<file path="src/hdl/gpio_pkg.sv">
package gpio_pkg;

   // ----------------------------------------
   // sizes and register map
   // ----------------------------------------
   localparam int gpio_pins  = 32;
   localparam int apb_data_w = 32;
   localparam int apb_addr_w = 8;

   localparam logic [apb_addr_w-1:0] addr_int_status = 8'h80;
   localparam logic [apb_addr_w-1:0] addr_gpin       = 8'h90;
   localparam logic [apb_addr_w-1:0] addr_gpout      = 8'hA0;

   // config bytes live one per word below this address
   localparam logic [apb_addr_w-1:0] addr_cfg_limit  = 8'h80;

   // same value on every pin, so a cell can take bit 0
   localparam logic [gpio_pins-1:0] gpout_reset_val = {gpio_pins{1'b1}};

   // ----------------------------------------
   // interrupt types
   // ----------------------------------------
   // codes 5 to 7 raise nothing
   typedef enum logic [2:0] {
      int_level_high = 3'd0,
      int_level_low  = 3'd1,
      int_edge_pos   = 3'd2,
      int_edge_neg   = 3'd3,
      int_edge_both  = 3'd4
   } int_type_t;

   // per-pin config byte, bit 0 at the bottom
   typedef struct packed {
      int_type_t int_type;
      logic      spare;
      logic      int_en;
      logic      oe_en;
      logic      in_en;
      logic      out_en;
   } pin_cfg_t;

   // ----------------------------------------
   // bus and cell records
   // ----------------------------------------
   // write word seen as a config byte or as one bit per pin
   typedef union packed {
      logic [apb_data_w-1:0] mask;
      struct packed {
         logic [apb_data_w-9:0] pad;
         pin_cfg_t              cfg;
      } cfg_w;
   } apb_wdata_u;

   typedef struct packed {
      logic     cfg_we;
      pin_cfg_t cfg;
      logic     int_clr;
      logic     out_we;
      logic     out_val;
   } pin_wr_t;

   typedef struct packed {
      pin_cfg_t cfg;
      logic     gpin_bit;
      logic     int_stat;
      logic     gpout_bit;
   } pin_stat_t;

endpackage
</file>
<file path="src/hdl/gpio_apb_top.sv">
`timescale 1ns/1ps

module gpio_apb_top (
   input  logic                               PCLK,
   input  logic                               aresetn,
   input  logic                               psel_i,
   input  logic                               penable_i,
   input  logic                               pwrite_i,
   input  logic [gpio_pkg::apb_addr_w-1:0]    paddr_i,
   input  logic [gpio_pkg::apb_data_w-1:0]    pwdata_i,
   output logic [gpio_pkg::apb_data_w-1:0]    prdata_o,
   output logic                               pready_o,
   output logic                               pslverr_o,
   input  logic [gpio_pkg::gpio_pins-1:0]     gpio_in_i,
   output logic [gpio_pkg::gpio_pins-1:0]     gpio_out_o,
   output logic [gpio_pkg::gpio_pins-1:0]     gpio_oe_o,
   output logic [gpio_pkg::gpio_pins-1:0]     int_o,
   output logic                               int_or_o
);

   import gpio_pkg::*;

   pin_wr_t   pin_wr   [gpio_pins];
   pin_stat_t pin_stat [gpio_pins];

   // zero wait states, never an error
   assign pready_o  = 1'b1;
   assign pslverr_o = 1'b0;

   // ----------------------------------------
   // write decode
   // ----------------------------------------
   apb_reg_decode u_decode (
      .psel_i    (psel_i),
      .penable_i (penable_i),
      .pwrite_i  (pwrite_i),
      .paddr_i   (paddr_i),
      .pwdata_i  (pwdata_i),
      .pin_wr_o  (pin_wr)
   );

   // ----------------------------------------
   // pin cells
   // ----------------------------------------
   for (genvar i = 0; i < gpio_pins; i++)
   begin : g_pin
      gpio_pin_cell u_cell (
         .PCLK       (PCLK),
         .aresetn    (aresetn),
         .pin_wr_i   (pin_wr[i]),
         .gpio_in_i  (gpio_in_i[i]),
         .gpio_out_o (gpio_out_o[i]),
         .gpio_oe_o  (gpio_oe_o[i]),
         .int_o      (int_o[i]),
         .stat_o     (pin_stat[i])
      );
   end

   apb_read_mux u_read_mux (
      .paddr_i  (paddr_i),
      .stat_i   (pin_stat),
      .prdata_o (prdata_o)
   );

   assign int_or_o = |int_o;

endmodule

</file>
<file path="src/hdl/apb_read_mux.sv">
`timescale 1ns/1ps

module apb_read_mux (
   input  logic [gpio_pkg::apb_addr_w-1:0]  paddr_i,
   input  gpio_pkg::pin_stat_t              stat_i [gpio_pkg::gpio_pins],
   output logic [gpio_pkg::apb_data_w-1:0]  prdata_o
);

   import gpio_pkg::*;

   pin_cfg_t               cfg_sel;
   logic [gpio_pins-1:0]   int_word;
   logic [gpio_pins-1:0]   gpin_word;
   logic [gpio_pins-1:0]   gpout_word;

   // ----------------------------------------
   // gather per-pin bits
   // ----------------------------------------
   always_comb
   begin
      for (int i = 0; i < gpio_pins; i++)
      begin
         int_word[i]   = stat_i[i].int_stat;
         gpin_word[i]  = stat_i[i].gpin_bit;
         gpout_word[i] = stat_i[i].gpout_bit;
      end
   end

   // only meaningful below the config limit, where bit 7 is clear
   assign cfg_sel = stat_i[paddr_i[6:2]].cfg;

   // ----------------------------------------
   // read data by address
   // ----------------------------------------
   always_comb
   begin
      if (paddr_i < addr_cfg_limit)
         prdata_o = {{(apb_data_w-8){1'b0}}, cfg_sel};
      else if (paddr_i == addr_int_status)
         prdata_o = int_word;
      else if (paddr_i == addr_gpin)
         prdata_o = gpin_word;
      else if (paddr_i == addr_gpout)
         prdata_o = gpout_word;
      else
         prdata_o = '0;
   end

endmodule

</file>
<file path="src/hdl/gpio_pin_cell.sv">
`timescale 1ns/1ps

module gpio_pin_cell (
   input  logic                PCLK,
   input  logic                aresetn,
   input  gpio_pkg::pin_wr_t   pin_wr_i,
   input  logic                gpio_in_i,
   output logic                gpio_out_o,
   output logic                gpio_oe_o,
   output logic                int_o,
   output gpio_pkg::pin_stat_t stat_o
);

   import gpio_pkg::*;

   pin_cfg_t cfg_q;

   // input pipeline
   logic gpin1_q;
   logic gpin2_q;
   logic gpin3_q;
   logic rise;
   logic fall;

   // sticky edge flags
   logic edge_pos_q;
   logic edge_neg_q;
   logic edge_both_q;

   logic int_sel;
   logic int_act;
   logic int_stat_q;
   logic gpout_q;

   // ----------------------------------------
   // configuration byte
   // ----------------------------------------
   always_ff @(posedge PCLK or negedge aresetn)
   begin
      if (!aresetn)
         cfg_q <= '0;
      else if (pin_wr_i.cfg_we)
         cfg_q <= pin_wr_i.cfg;
   end

   // ----------------------------------------
   // input synchronizer
   // ----------------------------------------
   // two sync stages then one history stage
   always_ff @(posedge PCLK or negedge aresetn)
   begin
      if (!aresetn)
      begin
         gpin1_q <= 1'b0;
         gpin2_q <= 1'b0;
         gpin3_q <= 1'b0;
      end
      else
      begin
         gpin1_q <= gpio_in_i;
         gpin2_q <= gpin1_q;
         gpin3_q <= gpin2_q;
      end
   end

   assign rise = gpin2_q & ~gpin3_q;
   assign fall = ~gpin2_q & gpin3_q;

   // ----------------------------------------
   // edge flags
   // ----------------------------------------
   // new edge wins over a clear in the same cycle
   always_ff @(posedge PCLK or negedge aresetn)
   begin
      if (!aresetn)
      begin
         edge_pos_q  <= 1'b0;
         edge_neg_q  <= 1'b0;
         edge_both_q <= 1'b0;
      end
      else if (!cfg_q.int_en)
      begin
         edge_pos_q  <= 1'b0;
         edge_neg_q  <= 1'b0;
         edge_both_q <= 1'b0;
      end
      else
      begin
         if (rise)
            edge_pos_q <= 1'b1;
         else if (pin_wr_i.int_clr)
            edge_pos_q <= 1'b0;

         if (fall)
            edge_neg_q <= 1'b1;
         else if (pin_wr_i.int_clr)
            edge_neg_q <= 1'b0;

         if (rise | fall)
            edge_both_q <= 1'b1;
         else if (pin_wr_i.int_clr)
            edge_both_q <= 1'b0;
      end
   end

   // ----------------------------------------
   // interrupt select and status
   // ----------------------------------------
   always_comb
   begin
      case (cfg_q.int_type)
         int_level_high: int_sel = gpin3_q;
         int_level_low:  int_sel = ~gpin3_q;
         int_edge_pos:   int_sel = edge_pos_q;
         int_edge_neg:   int_sel = edge_neg_q;
         int_edge_both:  int_sel = edge_both_q;
         default:        int_sel = 1'b0;
      endcase
   end

   assign int_act = int_sel & cfg_q.int_en;

   // status trails int_o by one cycle
   always_ff @(posedge PCLK or negedge aresetn)
   begin
      if (!aresetn)
         int_stat_q <= 1'b0;
      else if (pin_wr_i.int_clr)
         int_stat_q <= int_stat_q & ~pin_wr_i.int_clr;
      else
         int_stat_q <= int_act;
   end

   // ----------------------------------------
   // output register
   // ----------------------------------------
   always_ff @(posedge PCLK or negedge aresetn)
   begin
      if (!aresetn)
         gpout_q <= gpout_reset_val[0];
      else if (pin_wr_i.out_we)
         gpout_q <= pin_wr_i.out_val;
   end

   assign gpio_out_o = gpout_q & cfg_q.out_en;
   // driver only on while the output path is enabled
   assign gpio_oe_o  = cfg_q.oe_en & cfg_q.out_en;
   assign int_o      = int_act;

   assign stat_o.cfg       = cfg_q;
   assign stat_o.gpin_bit  = gpin3_q & cfg_q.in_en;
   assign stat_o.int_stat  = int_stat_q;
   assign stat_o.gpout_bit = gpout_q;

endmodule

</file>
<file path="src/hdl/apb_reg_decode.sv">
`timescale 1ns/1ps

module apb_reg_decode (
   input  logic                              psel_i,
   input  logic                              penable_i,
   input  logic                              pwrite_i,
   input  logic [gpio_pkg::apb_addr_w-1:0]   paddr_i,
   input  gpio_pkg::apb_wdata_u              pwdata_i,
   output gpio_pkg::pin_wr_t                 pin_wr_o [gpio_pkg::gpio_pins]
);

   import gpio_pkg::*;

   logic                  wr_access;
   logic                  cfg_hit;
   logic                  int_hit;
   logic                  out_hit;
   logic [apb_addr_w-3:0] pin_idx;

   // ----------------------------------------
   // transfer qualification
   // ----------------------------------------
   // access phase of a write, completes this cycle
   assign wr_access = psel_i & penable_i & pwrite_i;

   assign cfg_hit = wr_access && (paddr_i < addr_cfg_limit);
   assign int_hit = wr_access && (paddr_i == addr_int_status);
   assign out_hit = wr_access && (paddr_i == addr_gpout);

   // word index picks the pin
   assign pin_idx = paddr_i[apb_addr_w-1:2];

   // ----------------------------------------
   // per-pin commands
   // ----------------------------------------
   always_comb
   begin
      for (int i = 0; i < gpio_pins; i++)
      begin
         // config byte path
         pin_wr_o[i].cfg_we  = cfg_hit && (int'(pin_idx) == i);
         pin_wr_o[i].cfg     = pwdata_i.cfg_w.cfg;

         // mask path, one bit per pin
         pin_wr_o[i].int_clr = int_hit & pwdata_i.mask[i];
         pin_wr_o[i].out_we  = out_hit;
         pin_wr_o[i].out_val = pwdata_i.mask[i];
      end
   end

endmodule

</file>
<file path="config.mk">
export PLATFORM = sky130hd
export DESIGN_NAME = gpio_apb_top
export DESIGN_NICKNAME = d
export VERILOG_FILES = /design/src/hdl/gpio_pkg.sv /design/src/hdl/gpio_apb_top.sv /design/src/hdl/apb_read_mux.sv /design/src/hdl/gpio_pin_cell.sv /design/src/hdl/apb_reg_decode.sv
export SDC_FILE = /design/constraint.sdc
export NUM_CORES = 1
export LEC_CHECK = 0
export ABC_AREA = 0
export ABC_CLOCK_PERIOD_IN_PS = 6700
export BUFFER_PORTS_ARGS = -buffer_cell sky130_fd_sc_hd__buf_4
export CORE_AREA = 2 2 287 289
export CTS_CLUSTER_DIAMETER = 40
export DETAILED_ROUTE_END_ITERATION = 12
export DIE_AREA = 0 0 289 291
export PLACE_DENSITY = 0.61
export SYNTH_ARGS = -nofsm -noshare
export SYNTH_HDL_FRONTEND = slang
export SYNTH_HIERARCHICAL = 1
export SYNTH_SLANG_ARGS = --single-unit
</file>
<file path="constraint.sdc">
create_clock -name PCLK -period 6.7 [get_ports PCLK]
set_clock_uncertainty 0.15 [all_clocks]
set_input_delay 1.34 -clock PCLK [delete_from_list [all_inputs] [get_ports PCLK]]
set_output_delay 1.34 -clock PCLK [all_outputs]
set_load 0.02 [all_outputs]
</file>
Yosys cells after proc, flatten, opt, wreduce, memory -nomap -nowiden. Cells that the tools add are included. Widths: inputs -> output; s select.

Register bits: 512. Logic and storage cells: 1459. Input bits: 77.

Bitwise gates (word level): 387. Order comparisons: 2. Reductions and logical operators: 69. Equal/unequal tests: 258. Muxes and demuxes: 295.

Operators by type and width (count): $ne 3x2->1 const B (96); $and 1x1->1 (258); $mux 1 (256); $eq 3x2->1 const B (64); $pmux 1 s5 (32); $mux 32 (4); $eq 3x1->1 const B (32); $eq 3x3->1 const B (32); $eq 6x6->1 const B (16); $logic_not 3->1 (32); $not 1->1 (96); $bmux 11 s5 (1); $eq 6x5->1 const B (8); $logic_and 1x1->1 (35); $or 1x1->1 (32); $reduce_or 32->1 (1); $eq 6x4->1 const B (4); $eq 8x8->1 const B (3); $mux 11 (2); $eq 6x3->1 const B (2); $lt 8x8->1 const B (1); $eq 6x2->1 const B (1); $ge 6x6->1 const B (1); $logic_not 6->1 (1); $not 5->6 (1).

Logic depth before layout (Yosys ltp).
Word-level depth: 7. Mapped depth: 7.

Hierarchy. The synthesis kept the hierarchy.

By module, submodules not included: gpio_pin_cell (times used 32, area each 683.2 um2, cells an instance 51); apb_reg_decode (times used 1, area each 3313.2 um2, cells an instance 452); apb_read_mux (times used 1, area each 2940.3 um2, cells an instance 309); gpio_apb_top (times used 1, area each 97.6 um2, cells an instance 15).

Worst setup path before layout. No wires, ideal clock.

Kind: input to register. Start point: in paddr_i[6] in the netlist's numbering. End point: reg g_pin[0].u_cell.gpout_q. Path slack: 1945 ps. Arrival: 4523 ps. Stages on the path: 6. Required time: 6468 ps. Buffers on the path: 3. Cell sequence: or4b_1 clkbuf_1 buf_2 nor3_1 buf_4 mux2_2.

Word-level cells in the longest chain between the ends: 2.

Ends and longest elaborated chain: from (decl) (RTL line gpio_apb_top.sv:9) `input logic [gpio_pkg::apb_addr_w-1:0] paddr_i,`; $eq 8x8->1 (RTL line apb_reg_decode.sv:28) `assign out_hit = wr_access && (paddr_i == addr_gpout);`; $logic_and 1x1->1 (RTL line apb_reg_decode.sv:28); net u_decode.out_hit (RTL line apb_reg_decode.sv:17) `logic out_hit;`; to (signal assigned) (RTL line gpio_pin_cell.sv:140) `gpout_q <= gpout_reset_val[0];`; to (signal assigned) (RTL line gpio_pin_cell.sv:142) `gpout_q <= pin_wr_i.out_val;`; to (decl) (RTL line gpio_pin_cell.sv:33) `logic gpout_q;`.

The timed path passes the listed nets, and every way through them passes these cells. A chain may end at the register's enable or synchronous reset.

Final worst setup path.
Start point: in paddr_i[2] in the netlist's numbering. End point: out prdata_o[5] in the netlist's numbering.

Word-level cells in the longest chain between the ends: 5. Elaborated cells on any way between the ends: 12. Those cells by class: order compare (1); eq/ne (3); mux (7); bitwise (1).

Ends and longest elaborated chain: $not 5->6 (implied by the code) or $eq 8x8->1 (tied branches) (RTL line apb_read_mux.sv:30, apb_read_mux.sv:43); $bmux 11 s5 or $mux 32 (tied branches) (RTL line apb_read_mux.sv:30, apb_read_mux.sv:43); $mux 11 (implied by the code) or $mux 32 (tied branches) (RTL line apb_read_mux.sv:30, apb_read_mux.sv:41); $mux 11 (implied by the code) or $mux 32 (tied branches) (RTL line apb_read_mux.sv:30, apb_read_mux.sv:39); $mux 32 (*) (RTL line apb_read_mux.sv:37) `if (paddr_i < addr_cfg_limit)`; to (decl) (RTL line gpio_apb_top.sv:11) `output logic [gpio_pkg::apb_data_w-1:0] prdata_o,`.

Every way passes the cells marked *; elsewhere a longest branch is shown, timed or not. The select of a mux whose other input is x is not followed.

==> flow_summary.json <==
{
  "clock_latency_ns": 0.63,
  "cts_resized": 0,
  "post-route-util_pct": 38.7,
  "hold_path_depth": 0,
  "cts-root-buf": "clkbuf_16",
  "start_kind": "primary input",
  "instances_no_fill": 3429,
  "synth.distinct_cells": 56,
  "grt_max_degree": 177,
  "async_reset_ff_share_pct": 100,
  "path_cells": "buf_4 > buf_12 > mux4_2 > a221oi_1 > o31a_1 > o32ai_1 > buf_4",
  "vias": 18000,
  "tightest_slew_ns": 1.21,
  "cp_top_family": "buffers and inverters",
  "yosysWarnings": 6,
  "dp_hpwl_um": 58700,
  "routed_via_density": 5.24,
  "ys_ff_latch": 512,
  "rsz0062_at_grt": "false",
  "globalRouteTotalUtil_pct": 19.7,
  "hold_buffers": 0,
  "crit_required_ns": 5.21,
  "grt_pass1_wl_um": 124000,
  "cp_num_buf_inv": 3,
  "worstHoldStart": "g_pin[15].u_cell/gpin1_q",
  "synth_top_family_by_area": "multiplexers",
  "path_max_fanout": 52,
  "dieArea_um2": 84100,
  "synth_compound_area_share_pct": 5.04,
  "layout-drive-gt1-share_pct": 38.1,
  "cp_data_arrival_time_ns": 3.88,
  "slowest_stage": "buf_4",
  "cts_buffers": 92,
  "syn-mean-instance-area_um2": 11.7,
  "reg2reg_slack_ns": 5.26,
  "gp_congestion": 0.922,
  "tns_ns": 0,
  "syn_inst": 2408,
  "critPathMaxStageDelay_ns": 0.68,
  "power_density_nw_per_um2": 281,
  "min_to": "g_pin[15].u_cell/gpin2_q",
  "syn-num-nets": 2549,
  "antenna_found_initial": 0,
  "drt-initial-drc-count": 1616,
  "ant_nets": 0,
  "syn_to_final_growth_pct": 11.3,
  "status": "finished, final reports clean",
  "pin_count": 208,
  "dieHeight_um": 291,
  "synth-edff-count": 0,
  "r2r_end": "g_pin[22].u_cell/int_stat_q",
  "clkTransAtPathRegs_ns": 0.05,
  "drt_first_pass_iters": 5,
  "r2r-start": "g_pin[22].u_cell/stat_o[10]",
  "die_width_um": 289,
  "rows": 105,
  "placement.io_buffers": 205,
  "grt_overflow": 0,
  "cts_buffer_depth": 3,
  "start_util_pct": 34.7,
  "vdd_drop_max_v": 0.000183,
  "dpl.cell_count": 3258,
  "post_cts_buffers": 0,
  "end_kind": "output pin",
  "ff2ff_path_depth": 3,
  "synth_adder_area_share_pct": 2.84,
  "post-route-period-util_pct": 80.2,
  "grt_pass1_vias": 19000,
  "crit_cells": 7,
  "core_area_um2": 81200,
  "wire_per_inst_um": 24.2,
  "leakage_nw": 14.2,
  "setup_viol": 0,
  "cts_tree": "yes",
  "htreeDepth": 3,
  "slew_viol_final": 0,
  "worstHoldPathType": "flip-flop to flip-flop",
  "cpMostUsedCell": "buf_4",
  "drt_wl_total_um": 83100,
  "netlist_area_um2": 28200,
  "synth_flop_cell": "dfrtp_1",
  "cap_violations": 0,
  "cts.sinks": 512,
  "fin_crit_ns": 5.37,
  "synth-xor-area-share_pct": 0,
  "max_slew_margin_pct": 18.4,
  "path_class": "primary input to output pin",
  "max_freq_ghz": 0.186,
  "synth_seq_area_share_pct": 45.6,
  "synth.mux.area_fraction_pct": 20.1,
  "drc_errors": 0,
  "nets": 2423,
  "hold_viol_final": 0,
  "yosys.area_share.simple_pct": 12.7
}
-- stage by stage --
step	area, um2	hold WS (ns)	power [W]	setup slack, ns
2_1_floorplan	28200	0.181	0.00380	1.95
3_3_place_gp	28100	0.183	0.00399	1.29
3_5_place_dp	28100	0.185	0.00401	1.33
4_1_cts	31400	0.199	0.00889	1.32
5_1_grt	31400	0.202	0.00911	1.16
6_report	31400	0.197	0.00882	1.33
-- metal layers --
layer	global-route usage (%)	part of all wire, %	vias to the layer above
li1	-	-	7804
met1	25.4	41	9421
met2	32.0	48	617
met3	3.89	6.3	143
met4	8.74	3.7	0
met5	0	0	-
-- cell usage in the layout (no fill, tap or decap), drive strengths merged, types with 3 or more instances in the layout --
master and n:
inv 142, nor4b 32, mux2i 97, mux4 62, nor2 66, o32ai 4, a21boi 32, nand2 76
ha 64, buf 251, o21bai 6, a221oi 5, dfstp 32, o2bb2ai 3, clkinvlp 10, nand2b 39
and2 98, clkinv 20, a22oi 5, dfrtp 480, or2 4, nor3 83, a21oi 97, or3 32
o31a 34, nand3b 3, bufinv 11, clkbuf 117, nand3 4, nor4 57, nor2b 67, o22ai 12
mux2 292
-- cells by family (layout without fill, tap and decap cells) --
| logic type | count (synthesis) | in the layout |
|---|---|---|
| AOI/OAI and AO/OA | 209 | 209 |
| DFF | 512 | 512 |
| buffers and inverters | 602 | 551 |
| adders and majority gates | 64 | 64 |
| other | 2 | 4 |
| and+or+nand+nor | 568 | 568 |
| muxes | 451 | 451 |
-- synth_stat cells, drive strengths merged, types with 5 or more instances --
cell / count / area, um2
o21bai: 6 / 45.0
a221oi: 5 / 43.8
nand2: 76 / 285
inv: 130 / 488
mux4: 62 / 1420
nor3: 83 / 415
a22oi: 5 / 37.5
and2: 98 / 613
or3: 32 / 200
ha: 64 / 801
nor2: 66 / 248
dfrtp: 480 / 12000
clkbuf: 19 / 71.3
a21boi: 32 / 240
mux2i: 97 / 971
a21oi: 97 / 485
nor4: 57 / 556
nor2b: 67 / 419
buf: 452 / 3300
o31a: 34 / 338
mux2: 292 / 3290
nand2b: 39 / 244
o22ai: 12 / 75.1
nor4b: 32 / 480
dfstp: 32 / 841
-- cell type report --
cell class | count | area [um2]
clock buffer | 117 | 2600
tap | 1070 | 1340
clock inverter | 52 | 649
antenna | 2 | 5.00
sequential | 512 | 12900
multi-input combinational | 1294 | 11500
timing repair buffer | 251 | 1930
fill | 7749 | 49800
inverter | 131 | 492
-- where the power goes --
group | internal [W] | total [W] | switching (W)
combinational | 0.000246 | 0.000585 | 0.000339
sequential | 0.00322 | 0.00338 | 0.000158
clock | 0.00318 | 0.00486 | 0.00167
-- registers in the layout, summed over array words and instances, names as in the netlist --
signal and cells:
g_pin.u_cell/edge_neg_q 32, g_pin.u_cell/gpout_q 32, g_pin.u_cell/gpin3_q 32, g_pin.u_cell/edge_both_q 32
g_pin.u_cell/gpin2_q 32, g_pin.u_cell/stat_o 256, g_pin.u_cell/gpin1_q 32, g_pin.u_cell/int_stat_q 32
g_pin.u_cell/edge_pos_q 32
-- how the worst max path moves through the flow --
stage,startpoint,endpoint,slack [ns]
3_3_place_gp,paddr_i[2],prdata_o[5],1.29
3_5_place_dp,paddr_i[2],prdata_o[5],1.33
2_1_floorplan,paddr_i[6],g_pin[0].u_cell/gpout_q,1.95
6_report,paddr_i[2],prdata_o[5],1.33
5_1_grt,paddr_i[2],prdata_o[5],1.16
4_1_cts,paddr_i[2],prdata_o[5],1.32
Power figures use the tool's default switching activity.
